--- src/rtl/axi_bus_pkg.sv ---
// AXI field widths, response encoding and the transaction request/response structs
package axi_bus_pkg;

  localparam int unsigned AxiAddrWidth = 32;
  localparam int unsigned AxiDataWidth = 64;
  localparam int unsigned AxiIdWidth   = 8;
  localparam int unsigned AxiUserWidth = 32;
  localparam int unsigned AxiStrbWidth = AxiDataWidth / 8;

  // Entries in the privileged user ID list
  localparam int unsigned NumPrivIds = 4;

  typedef enum logic [1:0] {
    RESP_OKAY   = 2'b00,
    RESP_SLVERR = 2'b10
  } axi_resp_e;

  // One captured single-beat transaction
  typedef struct packed {
    logic                    write;
    logic [AxiAddrWidth-1:0] addr;
    logic [AxiIdWidth-1:0]   id;
    logic [AxiUserWidth-1:0] user;
    logic [AxiDataWidth-1:0] wdata;
    logic [AxiStrbWidth-1:0] wstrb;
  } bus_req_t;

  // Result handed back to the frontend
  typedef struct packed {
    logic [AxiDataWidth-1:0] rdata;
    logic                    err;
  } bus_rsp_t;

endpackage

--- src/rtl/csr_map_pkg.sv ---
// CSR register map, CSR widths, lane select bit and register constants
package csr_map_pkg;

  localparam int unsigned CsrAddrWidth = 12;
  localparam int unsigned CsrDataWidth = 32;
  localparam int unsigned CsrStrbWidth = CsrDataWidth / 8;

  // Address bit picking the 32-bit lane of the 64-bit bus
  localparam int unsigned CsrLaneBit = 2;

  localparam int unsigned NumScratch = 4;

  localparam logic [CsrDataWidth-1:0] CsrVersion   = 32'h0001_0300;
  localparam logic [CsrDataWidth-1:0] ScratchReset = 32'h0000_0000;

  typedef enum logic [CsrAddrWidth-1:0] {
    CSR_SCRATCH0 = 12'h000,
    CSR_SCRATCH1 = 12'h004,
    CSR_SCRATCH2 = 12'h008,
    CSR_SCRATCH3 = 12'h00C,
    CSR_VERSION  = 12'h010,
    CSR_WR_COUNT = 12'h014
  } csr_addr_e;

  typedef struct packed {
    logic                    req;
    logic                    wr;
    logic [CsrAddrWidth-1:0] addr;
    logic [CsrDataWidth-1:0] wr_data;
    logic [CsrDataWidth-1:0] wr_biten;
  } csr_req_t;

  typedef struct packed {
    logic                    rd_ack;
    logic                    wr_ack;
    logic                    err;
    logic [CsrDataWidth-1:0] rd_data;
  } csr_rsp_t;

endpackage

--- src/rtl/axi_csr_top.sv ---
// AXI-lite CSR block top level: frontend, access adapter and register file
`timescale 1ns/1ps

module axi_csr_top import axi_bus_pkg::*, csr_map_pkg::*; (
  input  logic                    clk_i,
  input  logic                    rst_ni,

  input  logic [AxiAddrWidth-1:0] araddr_i,
  input  logic [AxiIdWidth-1:0]   arid_i,
  input  logic [AxiUserWidth-1:0] aruser_i,
  input  logic                    arvalid_i,
  output logic                    arready_o,

  output logic [AxiDataWidth-1:0] rdata_o,
  output axi_resp_e               rresp_o,
  output logic [AxiIdWidth-1:0]   rid_o,
  output logic                    rlast_o,
  output logic                    rvalid_o,
  input  logic                    rready_i,

  input  logic [AxiAddrWidth-1:0] awaddr_i,
  input  logic [AxiIdWidth-1:0]   awid_i,
  input  logic [AxiUserWidth-1:0] awuser_i,
  input  logic                    awvalid_i,
  output logic                    awready_o,

  input  logic [AxiDataWidth-1:0] wdata_i,
  input  logic [AxiStrbWidth-1:0] wstrb_i,
  input  logic                    wvalid_i,
  output logic                    wready_o,

  output axi_resp_e               bresp_o,
  output logic [AxiIdWidth-1:0]   bid_o,
  output logic                    bvalid_o,
  input  logic                    bready_i,

  input  logic                    filter_disable_i,
  input  logic [AxiUserWidth-1:0] priv_ids_i [NumPrivIds]
);

  logic     req_valid;
  bus_req_t bus_req;
  logic     rsp_valid;
  bus_rsp_t bus_rsp;
  csr_req_t csr_req;
  csr_rsp_t csr_rsp;

  axi_sub_frontend u_frontend (
    .clk_i      (clk_i),
    .rst_ni     (rst_ni),
    .araddr_i   (araddr_i),
    .arid_i     (arid_i),
    .aruser_i   (aruser_i),
    .arvalid_i  (arvalid_i),
    .arready_o  (arready_o),
    .rdata_o    (rdata_o),
    .rresp_o    (rresp_o),
    .rid_o      (rid_o),
    .rlast_o    (rlast_o),
    .rvalid_o   (rvalid_o),
    .rready_i   (rready_i),
    .awaddr_i   (awaddr_i),
    .awid_i     (awid_i),
    .awuser_i   (awuser_i),
    .awvalid_i  (awvalid_i),
    .awready_o  (awready_o),
    .wdata_i    (wdata_i),
    .wstrb_i    (wstrb_i),
    .wvalid_i   (wvalid_i),
    .wready_o   (wready_o),
    .bresp_o    (bresp_o),
    .bid_o      (bid_o),
    .bvalid_o   (bvalid_o),
    .bready_i   (bready_i),
    .req_valid_o(req_valid),
    .req_o      (bus_req),
    .rsp_valid_i(rsp_valid),
    .rsp_i      (bus_rsp)
  );

  csr_access_adapter u_adapter (
    .clk_i           (clk_i),
    .rst_ni          (rst_ni),
    .req_valid_i     (req_valid),
    .req_i           (bus_req),
    .rsp_valid_o     (rsp_valid),
    .rsp_o           (bus_rsp),
    .filter_disable_i(filter_disable_i),
    .priv_ids_i      (priv_ids_i),
    .csr_req_o       (csr_req),
    .csr_rsp_i       (csr_rsp)
  );

  csr_regfile u_regfile (
    .clk_i    (clk_i),
    .rst_ni   (rst_ni),
    .csr_req_i(csr_req),
    .csr_rsp_o(csr_rsp)
  );

endmodule

--- src/rtl/axi_sub_frontend.sv ---
// AXI-lite subordinate channel handshakes with single-transaction capture and response hold
`timescale 1ns/1ps

module axi_sub_frontend import axi_bus_pkg::*; (
  input  logic                    clk_i,
  input  logic                    rst_ni,

  input  logic [AxiAddrWidth-1:0] araddr_i,
  input  logic [AxiIdWidth-1:0]   arid_i,
  input  logic [AxiUserWidth-1:0] aruser_i,
  input  logic                    arvalid_i,
  output logic                    arready_o,

  output logic [AxiDataWidth-1:0] rdata_o,
  output axi_resp_e               rresp_o,
  output logic [AxiIdWidth-1:0]   rid_o,
  output logic                    rlast_o,
  output logic                    rvalid_o,
  input  logic                    rready_i,

  input  logic [AxiAddrWidth-1:0] awaddr_i,
  input  logic [AxiIdWidth-1:0]   awid_i,
  input  logic [AxiUserWidth-1:0] awuser_i,
  input  logic                    awvalid_i,
  output logic                    awready_o,

  input  logic [AxiDataWidth-1:0] wdata_i,
  input  logic [AxiStrbWidth-1:0] wstrb_i,
  input  logic                    wvalid_i,
  output logic                    wready_o,

  output axi_resp_e               bresp_o,
  output logic [AxiIdWidth-1:0]   bid_o,
  output logic                    bvalid_o,
  input  logic                    bready_i,

  output logic                    req_valid_o,
  output bus_req_t                req_o,
  input  logic                    rsp_valid_i,
  input  bus_rsp_t                rsp_i
);

  typedef enum logic [1:0] {
    IDLE,
    BUSY,
    RESP_R,
    RESP_W
  } fe_state_e;

  fe_state_e state_q, state_d;

  bus_req_t                req_q, req_d;
  logic [AxiDataWidth-1:0] rdata_q;
  axi_resp_e               resp_q;

  logic idle;
  logic wr_take;
  logic rd_take;

  assign idle = (state_q == IDLE);

  // AW waits for its W beat, write beats a concurrent read
  assign awready_o = idle & ~(awvalid_i & ~wvalid_i);
  assign wready_o  = idle & awvalid_i;
  assign arready_o = idle & ~(awvalid_i & wvalid_i);

  assign wr_take = idle & awvalid_i & wvalid_i;
  assign rd_take = arvalid_i & arready_o;

  always_comb begin
    req_d = '0;
    if (wr_take) begin
      req_d.write = 1'b1;
      req_d.addr  = awaddr_i;
      req_d.id    = awid_i;
      req_d.user  = awuser_i;
      req_d.wdata = wdata_i;
      req_d.wstrb = wstrb_i;
    end else begin
      req_d.addr = araddr_i;
      req_d.id   = arid_i;
      req_d.user = aruser_i;
    end
  end

  always_comb begin
    state_d = state_q;
    case (state_q)
      IDLE: begin
        if (wr_take || rd_take) begin
          state_d = BUSY;
        end
      end
      BUSY: begin
        if (rsp_valid_i) begin
          state_d = req_q.write ? RESP_W : RESP_R;
        end
      end
      RESP_R: begin
        if (rready_i) begin
          state_d = IDLE;
        end
      end
      RESP_W: begin
        if (bready_i) begin
          state_d = IDLE;
        end
      end
      default: state_d = IDLE;
    endcase
  end

  always_ff @(posedge clk_i or negedge rst_ni) begin
    if (!rst_ni) begin
      state_q <= IDLE;
    end else begin
      state_q <= state_d;
    end
  end

  always_ff @(posedge clk_i) begin
    if (wr_take || rd_take) begin
      req_q <= req_d;
    end
    if (state_q == BUSY && rsp_valid_i) begin
      rdata_q <= rsp_i.rdata;
      resp_q  <= rsp_i.err ? RESP_SLVERR : RESP_OKAY;
    end
  end

  assign req_valid_o = (state_q == BUSY);
  assign req_o       = req_q;

  assign rvalid_o = (state_q == RESP_R);
  assign rdata_o  = rdata_q;
  assign rresp_o  = resp_q;
  assign rid_o    = req_q.id;
  assign rlast_o  = 1'b1;

  assign bvalid_o = (state_q == RESP_W);
  assign bresp_o  = resp_q;
  assign bid_o    = req_q.id;

endmodule

--- src/rtl/csr_access_adapter.sv ---
// Privileged ID filter, lane selection and CSR request/acknowledge sequencing
`timescale 1ns/1ps

module csr_access_adapter import axi_bus_pkg::*, csr_map_pkg::*; (
  input  logic                    clk_i,
  input  logic                    rst_ni,

  input  logic                    req_valid_i,
  input  bus_req_t                req_i,
  output logic                    rsp_valid_o,
  output bus_rsp_t                rsp_o,

  input  logic                    filter_disable_i,
  input  logic [AxiUserWidth-1:0] priv_ids_i [NumPrivIds],

  output csr_req_t                csr_req_o,
  input  csr_rsp_t                csr_rsp_i
);

  logic [NumPrivIds-1:0]   id_hit;
  logic                    legal;
  logic                    pending_q;
  logic                    strobe;
  logic                    ack;
  logic                    lane;
  logic [CsrDataWidth-1:0] lane_wdata;
  logic [CsrStrbWidth-1:0] lane_wstrb;
  logic [CsrDataWidth-1:0] lane_biten;

  always_comb begin
    for (int i = 0; i < NumPrivIds; i++) begin
      id_hit[i] = (req_i.user == priv_ids_i[i]);
    end
  end

  assign legal = filter_disable_i | (|id_hit);

  // One strobe per legal request, held off while the ack is outstanding
  assign strobe = req_valid_i & legal & ~pending_q;
  assign ack    = pending_q & (csr_rsp_i.rd_ack | csr_rsp_i.wr_ack);

  always_ff @(posedge clk_i or negedge rst_ni) begin
    if (!rst_ni) begin
      pending_q <= 1'b0;
    end else if (strobe) begin
      pending_q <= 1'b1;
    end else if (ack) begin
      pending_q <= 1'b0;
    end
  end

  assign lane       = req_i.addr[CsrLaneBit];
  assign lane_wdata = req_i.wdata[lane*CsrDataWidth +: CsrDataWidth];
  assign lane_wstrb = req_i.wstrb[lane*CsrStrbWidth +: CsrStrbWidth];

  always_comb begin
    for (int i = 0; i < CsrStrbWidth; i++) begin
      lane_biten[i*8 +: 8] = {8{lane_wstrb[i]}};
    end
  end

  always_comb begin
    csr_req_o          = '0;
    csr_req_o.req      = strobe;
    csr_req_o.wr       = req_i.write;
    csr_req_o.addr     = req_i.addr[CsrAddrWidth-1:0];
    csr_req_o.wr_data  = lane_wdata;
    csr_req_o.wr_biten = req_i.write ? lane_biten : '0;
  end

  // Illegal IDs are answered at once without touching the register file
  assign rsp_valid_o = (req_valid_i & ~legal) | ack;

  always_comb begin
    rsp_o       = '0;
    rsp_o.err   = ~legal | csr_rsp_i.err;
    if (legal) begin
      rsp_o.rdata[lane*CsrDataWidth +: CsrDataWidth] = csr_rsp_i.rd_data;
    end
  end

endmodule

--- src/rtl/csr_regfile.sv ---
// Scratch, version and write counter registers behind a CSR request/acknowledge port
`timescale 1ns/1ps

module csr_regfile import csr_map_pkg::*; (
  input  logic     clk_i,
  input  logic     rst_ni,
  input  csr_req_t csr_req_i,
  output csr_rsp_t csr_rsp_o
);

  localparam int unsigned ScratchIdxWidth = $clog2(NumScratch);

  logic [CsrDataWidth-1:0]    scratch_q [NumScratch];
  logic [CsrDataWidth-1:0]    wr_count_q;
  logic [ScratchIdxWidth-1:0] scratch_idx;
  logic                       wr_ok;
  csr_rsp_t                   rsp_q, rsp_d;

  // Scratch registers sit on consecutive words from 0x000
  assign scratch_idx = csr_req_i.addr[CsrLaneBit +: ScratchIdxWidth];

  always_comb begin
    rsp_d = '0;
    wr_ok = 1'b0;
    if (csr_req_i.req) begin
      rsp_d.rd_ack = ~csr_req_i.wr;
      rsp_d.wr_ack = csr_req_i.wr;
      case (csr_req_i.addr)
        CSR_SCRATCH0, CSR_SCRATCH1, CSR_SCRATCH2, CSR_SCRATCH3: begin
          if (csr_req_i.wr) begin
            wr_ok = 1'b1;
          end else begin
            rsp_d.rd_data = scratch_q[scratch_idx];
          end
        end
        CSR_VERSION: begin
          if (csr_req_i.wr) begin
            rsp_d.err = 1'b1;
          end else begin
            rsp_d.rd_data = CsrVersion;
          end
        end
        CSR_WR_COUNT: begin
          if (csr_req_i.wr) begin
            rsp_d.err = 1'b1;
          end else begin
            rsp_d.rd_data = wr_count_q;
          end
        end
        default: rsp_d.err = 1'b1;
      endcase
    end
  end

  always_ff @(posedge clk_i or negedge rst_ni) begin
    if (!rst_ni) begin
      rsp_q      <= '0;
      wr_count_q <= '0;
      for (int i = 0; i < NumScratch; i++) begin
        scratch_q[i] <= ScratchReset;
      end
    end else begin
      rsp_q <= rsp_d;
      if (wr_ok) begin
        scratch_q[scratch_idx] <= (scratch_q[scratch_idx] & ~csr_req_i.wr_biten) |
                                  (csr_req_i.wr_data & csr_req_i.wr_biten);
        // Wraps at 32 bits
        wr_count_q <= wr_count_q + 1'b1;
      end
    end
  end

  assign csr_rsp_o = rsp_q;

endmodule

--- config.mk ---
export PLATFORM = sky130hd
export DESIGN_NAME = axi_csr_top
export DESIGN_NICKNAME = d
export VERILOG_FILES = /design/src/rtl/axi_bus_pkg.sv /design/src/rtl/csr_map_pkg.sv /design/src/rtl/axi_csr_top.sv /design/src/rtl/axi_sub_frontend.sv /design/src/rtl/csr_access_adapter.sv /design/src/rtl/csr_regfile.sv
export SDC_FILE = /design/constraint.sdc
export NUM_CORES = 1
export LEC_CHECK = 0
export BUFFER_PORTS_ARGS = -buffer_cell sky130_fd_sc_hd__buf_2
export CAP_MARGIN = 20
export CORE_ASPECT_RATIO = 1.4
export CORE_MARGIN = 5
export CORE_UTILIZATION = 29
export CTS_BUF_LIST = sky130_fd_sc_hd__clkbuf_4 sky130_fd_sc_hd__clkbuf_8 sky130_fd_sc_hd__clkbuf_16
export CTS_CLUSTER_SIZE = 24
export DETAILED_ROUTE_END_ITERATION = 10
export PLACE_DENSITY_LB_ADDON = 0.05
export REMOVE_ABC_BUFFERS = 1
export SETUP_SLACK_MARGIN = 0.5
export SLEW_MARGIN = 20
export SYNTH_ARGS = -nofsm -noshare
export SYNTH_HDL_FRONTEND = slang
export SYNTH_SLANG_ARGS = --single-unit
--- constraint.sdc ---
create_clock -name clk_i -period 29.1 [get_ports clk_i]
set_input_delay 5.82 -clock clk_i [delete_from_list [all_inputs] [get_ports clk_i]]
set_output_delay 5.82 -clock clk_i [all_outputs]
set_load 0.01 [all_outputs]
Word level (Yosys, flattened, before mapping)
Index checks and enable logic that the tools add are counted.
{"block": "totals", "latchBits": 0, "inputBits": 352, "regBits": 389, "memories": 0, "mem_bits_ro": 0, "ram_bits": 0, "out_inout_bits": 90}
{"block": "classes", "n_eq_ne": 16, "mul": 0, "n_bitwise": 27, "magnitude_cmp": 2, "addsub": 2, "div_mod_pow": 0, "n_mux": 27, "n_reduce_logical": 10, "n_shift": 4}
{"operator": "two-way mux 32 bit", "n": 6}
{"operator": "bitwise mux 128 bit", "n": 1}
{"operator": "== test 32 bit", "n": 4}
{"operator": "case mux 32 bit (3 select lines)", "n": 1}
{"operator": "bitwise AND 32 bit", "n": 2}
{"operator": "bitwise AND 64 bit", "n": 1}
{"operator": "binary-select mux 32 bit (select 2 bit)", "n": 1}
{"operator": "demux 32 bit (select 2 bit)", "n": 1}
{"operator": "variable shift 32 x 34 -> 64 bit (first input constant)", "n": 1}
{"operator": "variable part select 32 x 34 -> 64 bit", "n": 1}
{"operator": "variable part select 64 x 7 -> 32 bit", "n": 1}
{"operator": "two-way mux 52 bit", "n": 1}
{"operator": "two-way mux 35 bit", "n": 1}
{"operator": "negation 6 -> 34 bit", "n": 1}
{"operator": "adder 32 x 1 -> 32 bit (second input constant)", "n": 1}
{"operator": "NOT 32 bit", "n": 1}
{"operator": "bitwise OR 32 bit", "n": 1}
{"operator": "== test 12 x 4 -> 1 bit (second input constant)", "n": 2}
{"operator": "== test 12 x 5 -> 1 bit (second input constant)", "n": 2}
{"operator": "two-way mux 17 bit", "n": 1}
{"operator": "== test 12 x 3 -> 1 bit (second input constant)", "n": 1}
{"operator": "zero test 12 bit", "n": 1}
{"operator": "bitwise AND 1 bit", "n": 11}
{"operator": "two-way mux 2 bit", "n": 5}
{"operator": "20 further kinds", "n": 39}

Depth between registers and ports, before layout
Gate-level depths: netlist of the first run.
{"block": "depth", "ltp_word": 8, "mapped_depth": 11, "ltp_nobuf": 7}

Modules after synthesis
Synthesis of the first run repeated with hierarchy kept, for this count alone.
{"block": "unflattened", "cells_unflattened": 1759, "area_unflattened_um2": 20975.1}
{"mod": "csr_regfile", "n_inst": 1, "area_each_um2": 9709.3, "cells_each": 968}
{"mod": "axi_sub_frontend", "n_inst": 1, "area_each_um2": 8095.3, "cells_each": 413}
{"mod": "csr_access_adapter", "n_inst": 1, "area_each_um2": 3170.5, "cells_each": 378}

Least setup slack after synthesis of the first run
OpenSTA, ideal clock, no wires.
{"block": "synth_path", "path_kind": "in2reg", "start": "input port wvalid_i", "end": "register u_frontend.req_q (netlist bit u_frontend.bid_o[0]) (enable)", "t_required_ns": 28.336, "slack_ns": 13.983, "setup_ns": 0.764, "path_buffers": 0, "path_stages": 2, "t_arrival_ns": 14.353, "path_cell_list": "a21oi_1 > nor3_1"}
{"block": "synth_between", "elab_chain_len": 5}
{"element": "start, declared", "line": "axi_csr_top.sv:29", "text": "input logic wvalid_i,"}
{"element": "bitwise AND 1 bit", "line": "axi_sub_frontend.sv:65", "text": "assign arready_o = idle & ~(awvalid_i & wvalid_i);"}
{"element": "NOT 1 bit", "line": "axi_sub_frontend.sv:65"}
{"element": "bitwise AND 1 bit", "line": "axi_sub_frontend.sv:65"}
{"element": "bitwise AND 1 bit", "line": "axi_sub_frontend.sv:68", "text": "assign rd_take = arvalid_i & arready_o;"}
{"element": "logical OR 1 bit (*)", "line": "axi_sub_frontend.sv:122", "text": "if (wr_take || rd_take) begin"}
{"element": "end signal, assigned", "line": "axi_sub_frontend.sv:123", "text": "req_q <= req_d;"}
{"element": "end, declared", "line": "axi_sub_frontend.sv:52", "text": "bus_req_t req_q, req_d;"}
Mark *: on every way between the ends. The rest lies on a longest branch, timed or not.
A chain may end at the register's enable or synchronous reset.

Final worst setup path of the first run
{"block": "layout_path", "start": "input port wvalid_i", "end": "output port awready_o"}
{"block": "layout_between", "elab_chain_len": 4}
{"element": "NOT 1 bit", "line": "axi_sub_frontend.sv:63", "text": "assign awready_o = idle & ~(awvalid_i & ~wvalid_i);"}
{"element": "bitwise AND 1 bit", "line": "axi_sub_frontend.sv:63"}
{"element": "NOT 1 bit", "line": "axi_sub_frontend.sv:63"}
{"element": "bitwise AND 1 bit", "line": "axi_sub_frontend.sv:63"}
{"element": "end, declared", "line": "axi_csr_top.sv:25", "text": "output logic awready_o,"}
Every way passes these cells.

==> flow_summary_export.csv, run 1 <==
group,metric,value,unit
outcome,run_status,"finished, final reports clean",
route,vias_per_cell,4.57,
placed_design,dp_hpwl,40300,um
worst_setup_path,worstPathCellList,"buf_2 > inv_1 > a211oi_1 > buf_2",
route,initialDrtViolationCount,509,
synth,synth_top_area_cell,"edfxtp_1",
worst_setup_path,crit_type,"primary input to output pin",
timing,max-slew-margin-rel,28.6,%
cts,cts_tree,"done",
synth,synth_seq_cells,388,
global_routing,grt_start_max_net_pins,82,
route,postRouteAntennaNets,0,
cts,cts_resized,0,
flow_run,cap_violations,0,
timing,rsz0062_at_grt,"false",
power,peakVddDrop,0.0371,mV
cells_and_area,fillCellCount,6433,
cells_and_area,multi_input_area,0.00739,mm^2
min_path,min_delay_path_depth,1,
die,start_util,29.2,%
cells_and_area,fin_nets,2076,
timing,drv_slew,0,
worst_setup_path,cp_num_cells,4,
synth,synth_area,0.0187,mm^2
synth,ys_top_cells_by_area,"edfxtp_1 30%, dfrtp_1 26%, mux2_2 10%",
worst_setup_path,cp_top_family,"buffers and inverters",
synth,ys_seq_area_share,57.0,%
global_routing,grt_pass1_wl,84800,um
die,ios,442,
worst_setup_path,cp-start-kind,"primary input",
worst_setup_path,crit_arrival,6340,ps
synth,synthCells,1381,
global_routing,antenna_found_initial,8,
worst_setup_path,cp_common_cell,"buf_2",
cts,cts.htree.levels,2,
cells_and_area,final_common_cell,"buf_2",
global_routing,overflow,0,
cts,cts_buffers,44,
timing,setup_violations,0,
route,totalWireLength,56600,um
cts,clkLatencyLatePin,580,ps
worst_setup_path,cp_slowest_cell,"a211oi_1",
cells_and_area,seqCellArea,0.0107,mm^2
route,avgRoutedWirePerCell,21.7,um
synth,synth_warnings,0,
min_path,min_path_type,"flip-flop to flip-flop",
worst_setup_path,crit_required,23280,ps
cts,hold_buffers,0,
route,drc_errors,0,
worst_setup_path,cp_slowest_stage_delay,210,ps
synth,synth.avg_cell_area,13.5,um^2
cts,clock-root-buffer,"clkbuf_16",
global_routing,grt_usage,15.9,%
timing,fin_crit,12160,ps
route,first_pass_iters,4,
synth,yosysTopAreaCellShare,30.5,%
die,die_w,225,um
power,p_per_area,68.4,mW/mm^2
worst_setup_path,rr_worst_depth,9,
die,fp.dieArea,0.0698,mm^2
worst_setup_path,crit_path_end_kind,"output pin",
synth,synth_cell_types,47,
die,die_y,311,um
cells_and_area,final_cell_mix,"397 x buf_2, 198 x dfrtp_1, 190 x edfxtp_1",
cells_and_area,fin_util,35.5,%
timing,period_share,41.8,%
timing,hold_viol,0,
timing,holdWs,483,ps
timing,fmax,82.2,MHz
placed_design,place_congestion,0.811,
cts,cts.sinks,388,
cts,postCtsSetupBuffers,0,
die,fp-row-count,110,
timing,clock_skew,23.6,ps
cells_and_area,area_growth,21.7,%
timing,worst_pin_slew,1070,ps
placed_design,portBuffers,398,
timing,tns,0,ps
cts,clkSlewWorstSetupHoldPaths,60,ps
power,p_leak,9.42,nW
die,coreArea,0.0641,mm^2
cts,clk_path_buf_depth,3,
worst_setup_path,path_max_fanout,4,
global_routing,first_global_vias,13400,
route,via_count,11900,
worst_setup_path,critPathBufInv,3,
cells_and_area,layout-drive-gt1-share,42.7,%
[through the flow]
step / total power [mW] / area [um^2] / instances / worst slack [ps]
after global routing: 1.64 / 22800 / 2600 / 16870
after CTS: 1.60 / 22800 / 2599 / 16940
after detailed placement: 1.01 / 21300 / 2517 / 16940
after global placement: 1.01 / 21300 / 2516 / 16920
final: 1.56 / 22800 / 2601 / 16940
after floorplan: 0.887 / 18000 / 1257 / 13980
[state kept, by name, indices dropped and copies added (netlist names)]
| name | count |
|---|---|
| u_frontend.rdata_o | 64 |
| u_frontend.bid_o | 8 |
| u_regfile.scratch_q | 128 |
| u_frontend.bresp_o | 1 |
| u_regfile.wr_count_q | 32 |
| u_regfile.csr_rsp_o | 35 |
| u_adapter.pending_q | 1 |
| u_frontend.state_q | 2 |
| u_frontend.req_o | 117 |
[routing by layer]
metal / up-vias / part of all wire (%) / GRT usage, %
met2: 371 / 54 / 30.1
met5: - / 0.10 / 0
met3: 67 / 6.5 / 4.18
met4: 8 / 2.1 / 3.79
met1: 5824 / 37 / 17.7
li1: 5615 / - / -
[synth_stat cells, drive strengths merged]
master,instances
dfrtp,198
edfxtp,190
mux2,185
and2,141
xnor2,130
buf,71
nand2,57
clkbuf,54
nor2,44
nand4,39
o21ai,38
mux2i,32
mux4,32
a22oi,29
xor2,29
nor4,27
nand3,20
nor3,20
inv,7
and4,6
a21oi,5
or2,5
and3,3
nand2b,3
a211oi,2
conb,2
nor3b,2
or4,2
a31o,1
and4b,1
ha,1
nand4b,1
nor2b,1
nor4b,1
o311ai,1
or3,1
[power by group]
| group | total (mW) | switching [mW] | internal, mW |
|---|---|---|---|
| registers | 0.709 | 0.0447 | 0.664 |
| clock network | 0.568 | 0.235 | 0.333 |
| logic | 0.280 | 0.172 | 0.109 |
[worst reg2reg max path, delay by kind of cell, from the launching register on]
family / cells / cell delay [ps]
AO/OA/AOI/OAI: 1 / 140
AND/OR/NAND/NOR: 4 / 1920
buffers and inverters: 2 / 770
XOR/XNOR: 1 / 230
multiplexers: 1 / 400
flip-flops: 1 / 560
[worst paths after layout]
kind	slack (ps)	endpoint	start
worst min register to register	480	u_regfile.scratch_q[107]	u_regfile.scratch_q[107]
worst max-delay path	16940	awready_o	wvalid_i
worst max register to register	24960	u_regfile.scratch_q[69]	u_frontend.req_o[79]
max in group asynchronous	21700	u_regfile.scratch_q[96]	rst_ni
worst min-delay path	480	u_regfile.scratch_q[107]	u_regfile.scratch_q[107]
min in group asynchronous	5300	u_regfile.scratch_q[116]	rst_ni
[cells by family (layout without fill, tap and decap cells)]
family | count (synthesis) | in the layout | share of synthesized area, %
adders and majority gates | 1 | 1 | 0.0669
other | 2 | 5 | 0.0401
and+or+nand+nor | 374 | 374 | 12.3
xor gates and xnor gates | 159 | 159 | 7.52
muxes | 249 | 249 | 16.7
AOI/OAI and AO/OA | 76 | 76 | 2.55
DFF | 388 | 388 | 57.0
buffers and inverters | 132 | 509 | 3.81
[area by class of cell]
| class | count | area share [%] |
|---|---|---|
| sequential | 388 | 46.8 |
| multi-input combinational | 862 | 32.5 |
| timing repair buffer | 420 | 9.55 |
| clock buffer | 59 | 5.57 |
| tap | 840 | 4.62 |
| clock inverter | 23 | 0.841 |
| inverter | 7 | 0.115 |
| antenna | 2 | 0.0220 |
Power figures use the tool's default switching activity.
==> inputs of run 2 (changes only) <==
ABC_AREA = 1   (was default)
clock period = 11.1 ns   (was 29.1 ns; I/O delays follow)
==> flow_summary_export.csv, run 2 <==
group,metric,value,unit
global_routing,first_global_vias,18200,
worst_setup_path,cp_slowest_stage_delay,790,ps
cells_and_area,fin_nets,3245,
synth,synth.avg_cell_area,8.04,um^2
worst_setup_path,critPathBufInv,4,
synth,synth_cell_types,38,
worst_setup_path,crit_arrival,5830,ps
cts,cts_tree,"done",
power,p_leak,12.3,nW
outcome,run_status,"finished, final reports clean",
cts,clkSlewWorstSetupHoldPaths,60,ps
route,first_pass_iters,5,
synth,synth_seq_cells,388,
synth,synth_top_area_cell,"edfxtp_1",
placed_design,place_congestion,0.913,
die,die_w,236,um
power,peakVddDrop,0.103,mV
timing,max-slew-margin-rel,30.2,%
cells_and_area,layout-drive-gt1-share,19.2,%
cts,clock-root-buffer,"clkbuf_16",
route,via_count,17700,
route,vias_per_cell,4.54,
worst_setup_path,crit_path_end_kind,"flip-flop",
timing,tns,0,ps
timing,fin_crit,5300,ps
route,postRouteAntennaNets,0,
power,combPwrFrac,20.9,%
cells_and_area,largest_register,"u_regfile.scratch_q",
synth,synth_warnings,0,
timing,holdWs,473,ps
power,p_per_area,171,mW/mm^2
power,internal_power,2.92,mW
power,switching_share,31.6,%
global_routing,grt_pass1_wl,107000,um
timing,hold_viol,0,
cts,cts_buffers,45,
die,ios,442,
cts,cts.sinks,388,
timing,drv_slew,0,
cells_and_area,final_cell_mix,"955 x nand2_1, 397 x buf_2, 265 x inv_1",
die,coreArea,0.0713,mm^2
cells_and_area,area_growth,20.4,%
worst_setup_path,cp_num_cells,15,
cts,clk_path_buf_depth,3,
worst_setup_path,cp-start-kind,"primary input",
cts,cts_resized,0,
synth,ys_top_cells_by_count,"956 x nand2_1, 269 x inv_1, 260 x nor2_1, 198 x dfrtp_1, 190 x edfxtp_1",
global_routing,grt_usage,17.5,%
cts,postCtsSetupBuffers,0,
worst_setup_path,crit_end,"u_regfile.scratch_q[121]",
worst_setup_path,r2r_end,"u_regfile.scratch_q[121]",
cells_and_area,largest_reg_flops,128,
timing,fmax,189,MHz
worst_setup_path,crit_required,11620,ps
die,fp.dieArea,0.0770,mm^2
worst_setup_path,cp_top_family,"buffers and inverters",
power,pwr-share-clk,36.4,%
synth,ys_top_cells_by_area,"edfxtp_1 28%, dfrtp_1 24%, nand2_1 17%",
power,seq_power_share,42.7,%
cts,cts.htree.levels,2,
placed_design,portBuffers,398,
synth,yosysMostFrequentCell,"nand2_1",
cts,hold_buffers,0,
timing,rsz0062_at_grt,"false",
timing,worst_pin_slew,1050,ps
worst_setup_path,path_max_fanout,82,
route,avgRoutedWirePerCell,17.6,um
timing,setup_violations,0,
die,start_util,29.1,%
die,fp-row-count,116,
worst_setup_path,cp_common_cell,"nand2_1",
worst_setup_path,worstPathCellList,"buf_2 > xnor2_1 > nand2_1 > nor2_1 > nand2_1 > nor2_1 > nand2_1 > nand3_1 > nor2_4 > buf_4 > nor2_8 > buf_4 > buf_4 > nand4_1 > nand2_1",
worst_setup_path,startpoint,"priv_ids_i[55]",
global_routing,grt_start_max_net_pins,86,
cells_and_area,final_common_cell,"nand2_1",
worst_setup_path,r2r_slack,6930,ps
flow_run,cap_violations,0,
worst_setup_path,crit_type,"primary input to flip-flop",
worst_setup_path,cp_slowest_cell,"buf_4",
power,finalPower,4.27,mW
placed_design,dp_hpwl,48000,um
timing,period_share,47.8,%
synth,synthArstFlopShare,51.0,%
route,initialDrtViolationCount,1005,
synth,synth_edf_count,190,
synth,synth-main-ff-cell,"dfrtp_1",
global_routing,antenna_found_initial,39,
power,switching_power,1.35,mW
cts,clkLatencyLatePin,590,ps
die,die_y,326,um
synth,yosysTopAreaCellShare,27.5,%
synth,ys_seq_area_share,51.4,%
min_path,min_path_type,"flip-flop to flip-flop",
route,totalWireLength,68600,um
worst_setup_path,reg2reg_from,"u_frontend.req_o[95]",
route,drc_errors,0,
synth,synthCells,2581,
worst_setup_path,rr_worst_depth,14,
global_routing,overflow,0,
synth,synth_area,0.0207,mm^2
timing,clock_skew,26.9,ps
-- run 2: worst reg2reg max path, cell delays in order, from the launching register on --
cell	delay, ps
edfxtp_1	520
xnor2_1	410
nand2_1	100
nor2_1	90
nand2_1	50
nor2_1	270
nand2_1	170
nand3_1	150
nor2_4	30
buf_4	270
nor2_8	170
buf_4	670
buf_4	810
nand4_1	290
nand2_1	110
-- run 2: cells by family after synthesis --
family	Yosys count	synth area share (%)
AND/OR/NAND/NOR	1476	29.6
buffers and inverters	462	9.30
flip-flops	388	51.4
AO/OA/AOI/OAI	110	3.40
XOR/XNOR	110	4.65
multiplexers	32	1.54
other	2	0.0362
adder cells (fa/ha/maj)	1	0.0603
-- run 2: area by class of cell --
cell class / instances / area (um^2)
clock buffers: 65 / 1370
inverters: 301 / 1140
diodes: 20 / 50.0
fillers: 7545 / 46300
repair buffers: 424 / 2200
clock inverters: 19 / 174
flip-flops and latches: 388 / 10700
well taps: 944 / 1180
multi-input cells: 1732 / 8210
-- run 2: through the flow --
stage	worst slack, ps	util [%]	area [um^2]	std cells
detailed placement	5080	32.8	23400	3789
CTS	5750	35.0	24900	3873
global placement	5140	32.8	23400	3789
global route	5470	35.0	25000	3882
floorplan	4500	-	19900	2421
finish	5800	35.0	25000	3893
-- run 2: worst min path at each step --
stage	start	endpoint	slack (ps)	depth (start not counted)
final	u_regfile.wr_count_q[31]	u_regfile.wr_count_q[31]	470	2
after global routing	u_regfile.scratch_q[64]	u_regfile.scratch_q[64]	500	2
after CTS	u_regfile.wr_count_q[31]	u_regfile.wr_count_q[31]	480	2
after detailed placement	u_regfile.wr_count_q[31]	u_regfile.wr_count_q[31]	460	2
after global placement	u_regfile.wr_count_q[31]	u_regfile.wr_count_q[31]	450	2
after floorplan	u_regfile.wr_count_q[31]	u_regfile.wr_count_q[31]	440	2
-- run 2: power by group through the flow --
stage          sequential, mW  combinational, mW  clock (mW)
2_1_floorplan            1.90              0.472           0
3_3_place_gp             1.85              0.922           0
3_5_place_dp             1.86              0.925           0
4_1_cts                  1.83              0.926        1.62
5_1_grt                  1.84               1.00        1.67
6_report                 1.82              0.895        1.56
-- run 2: routing by layer --
metal / vias to the layer above / global-route usage [%] / share of wire [%]
li1: 8821 / - / -
met1: 8124 / 19.9 / 38
met2: 545 / 31.2 / 50
met3: 148 / 5.10 / 7.2
met4: 38 / 6.36 / 3.6
met5: - / 0 / 0.36
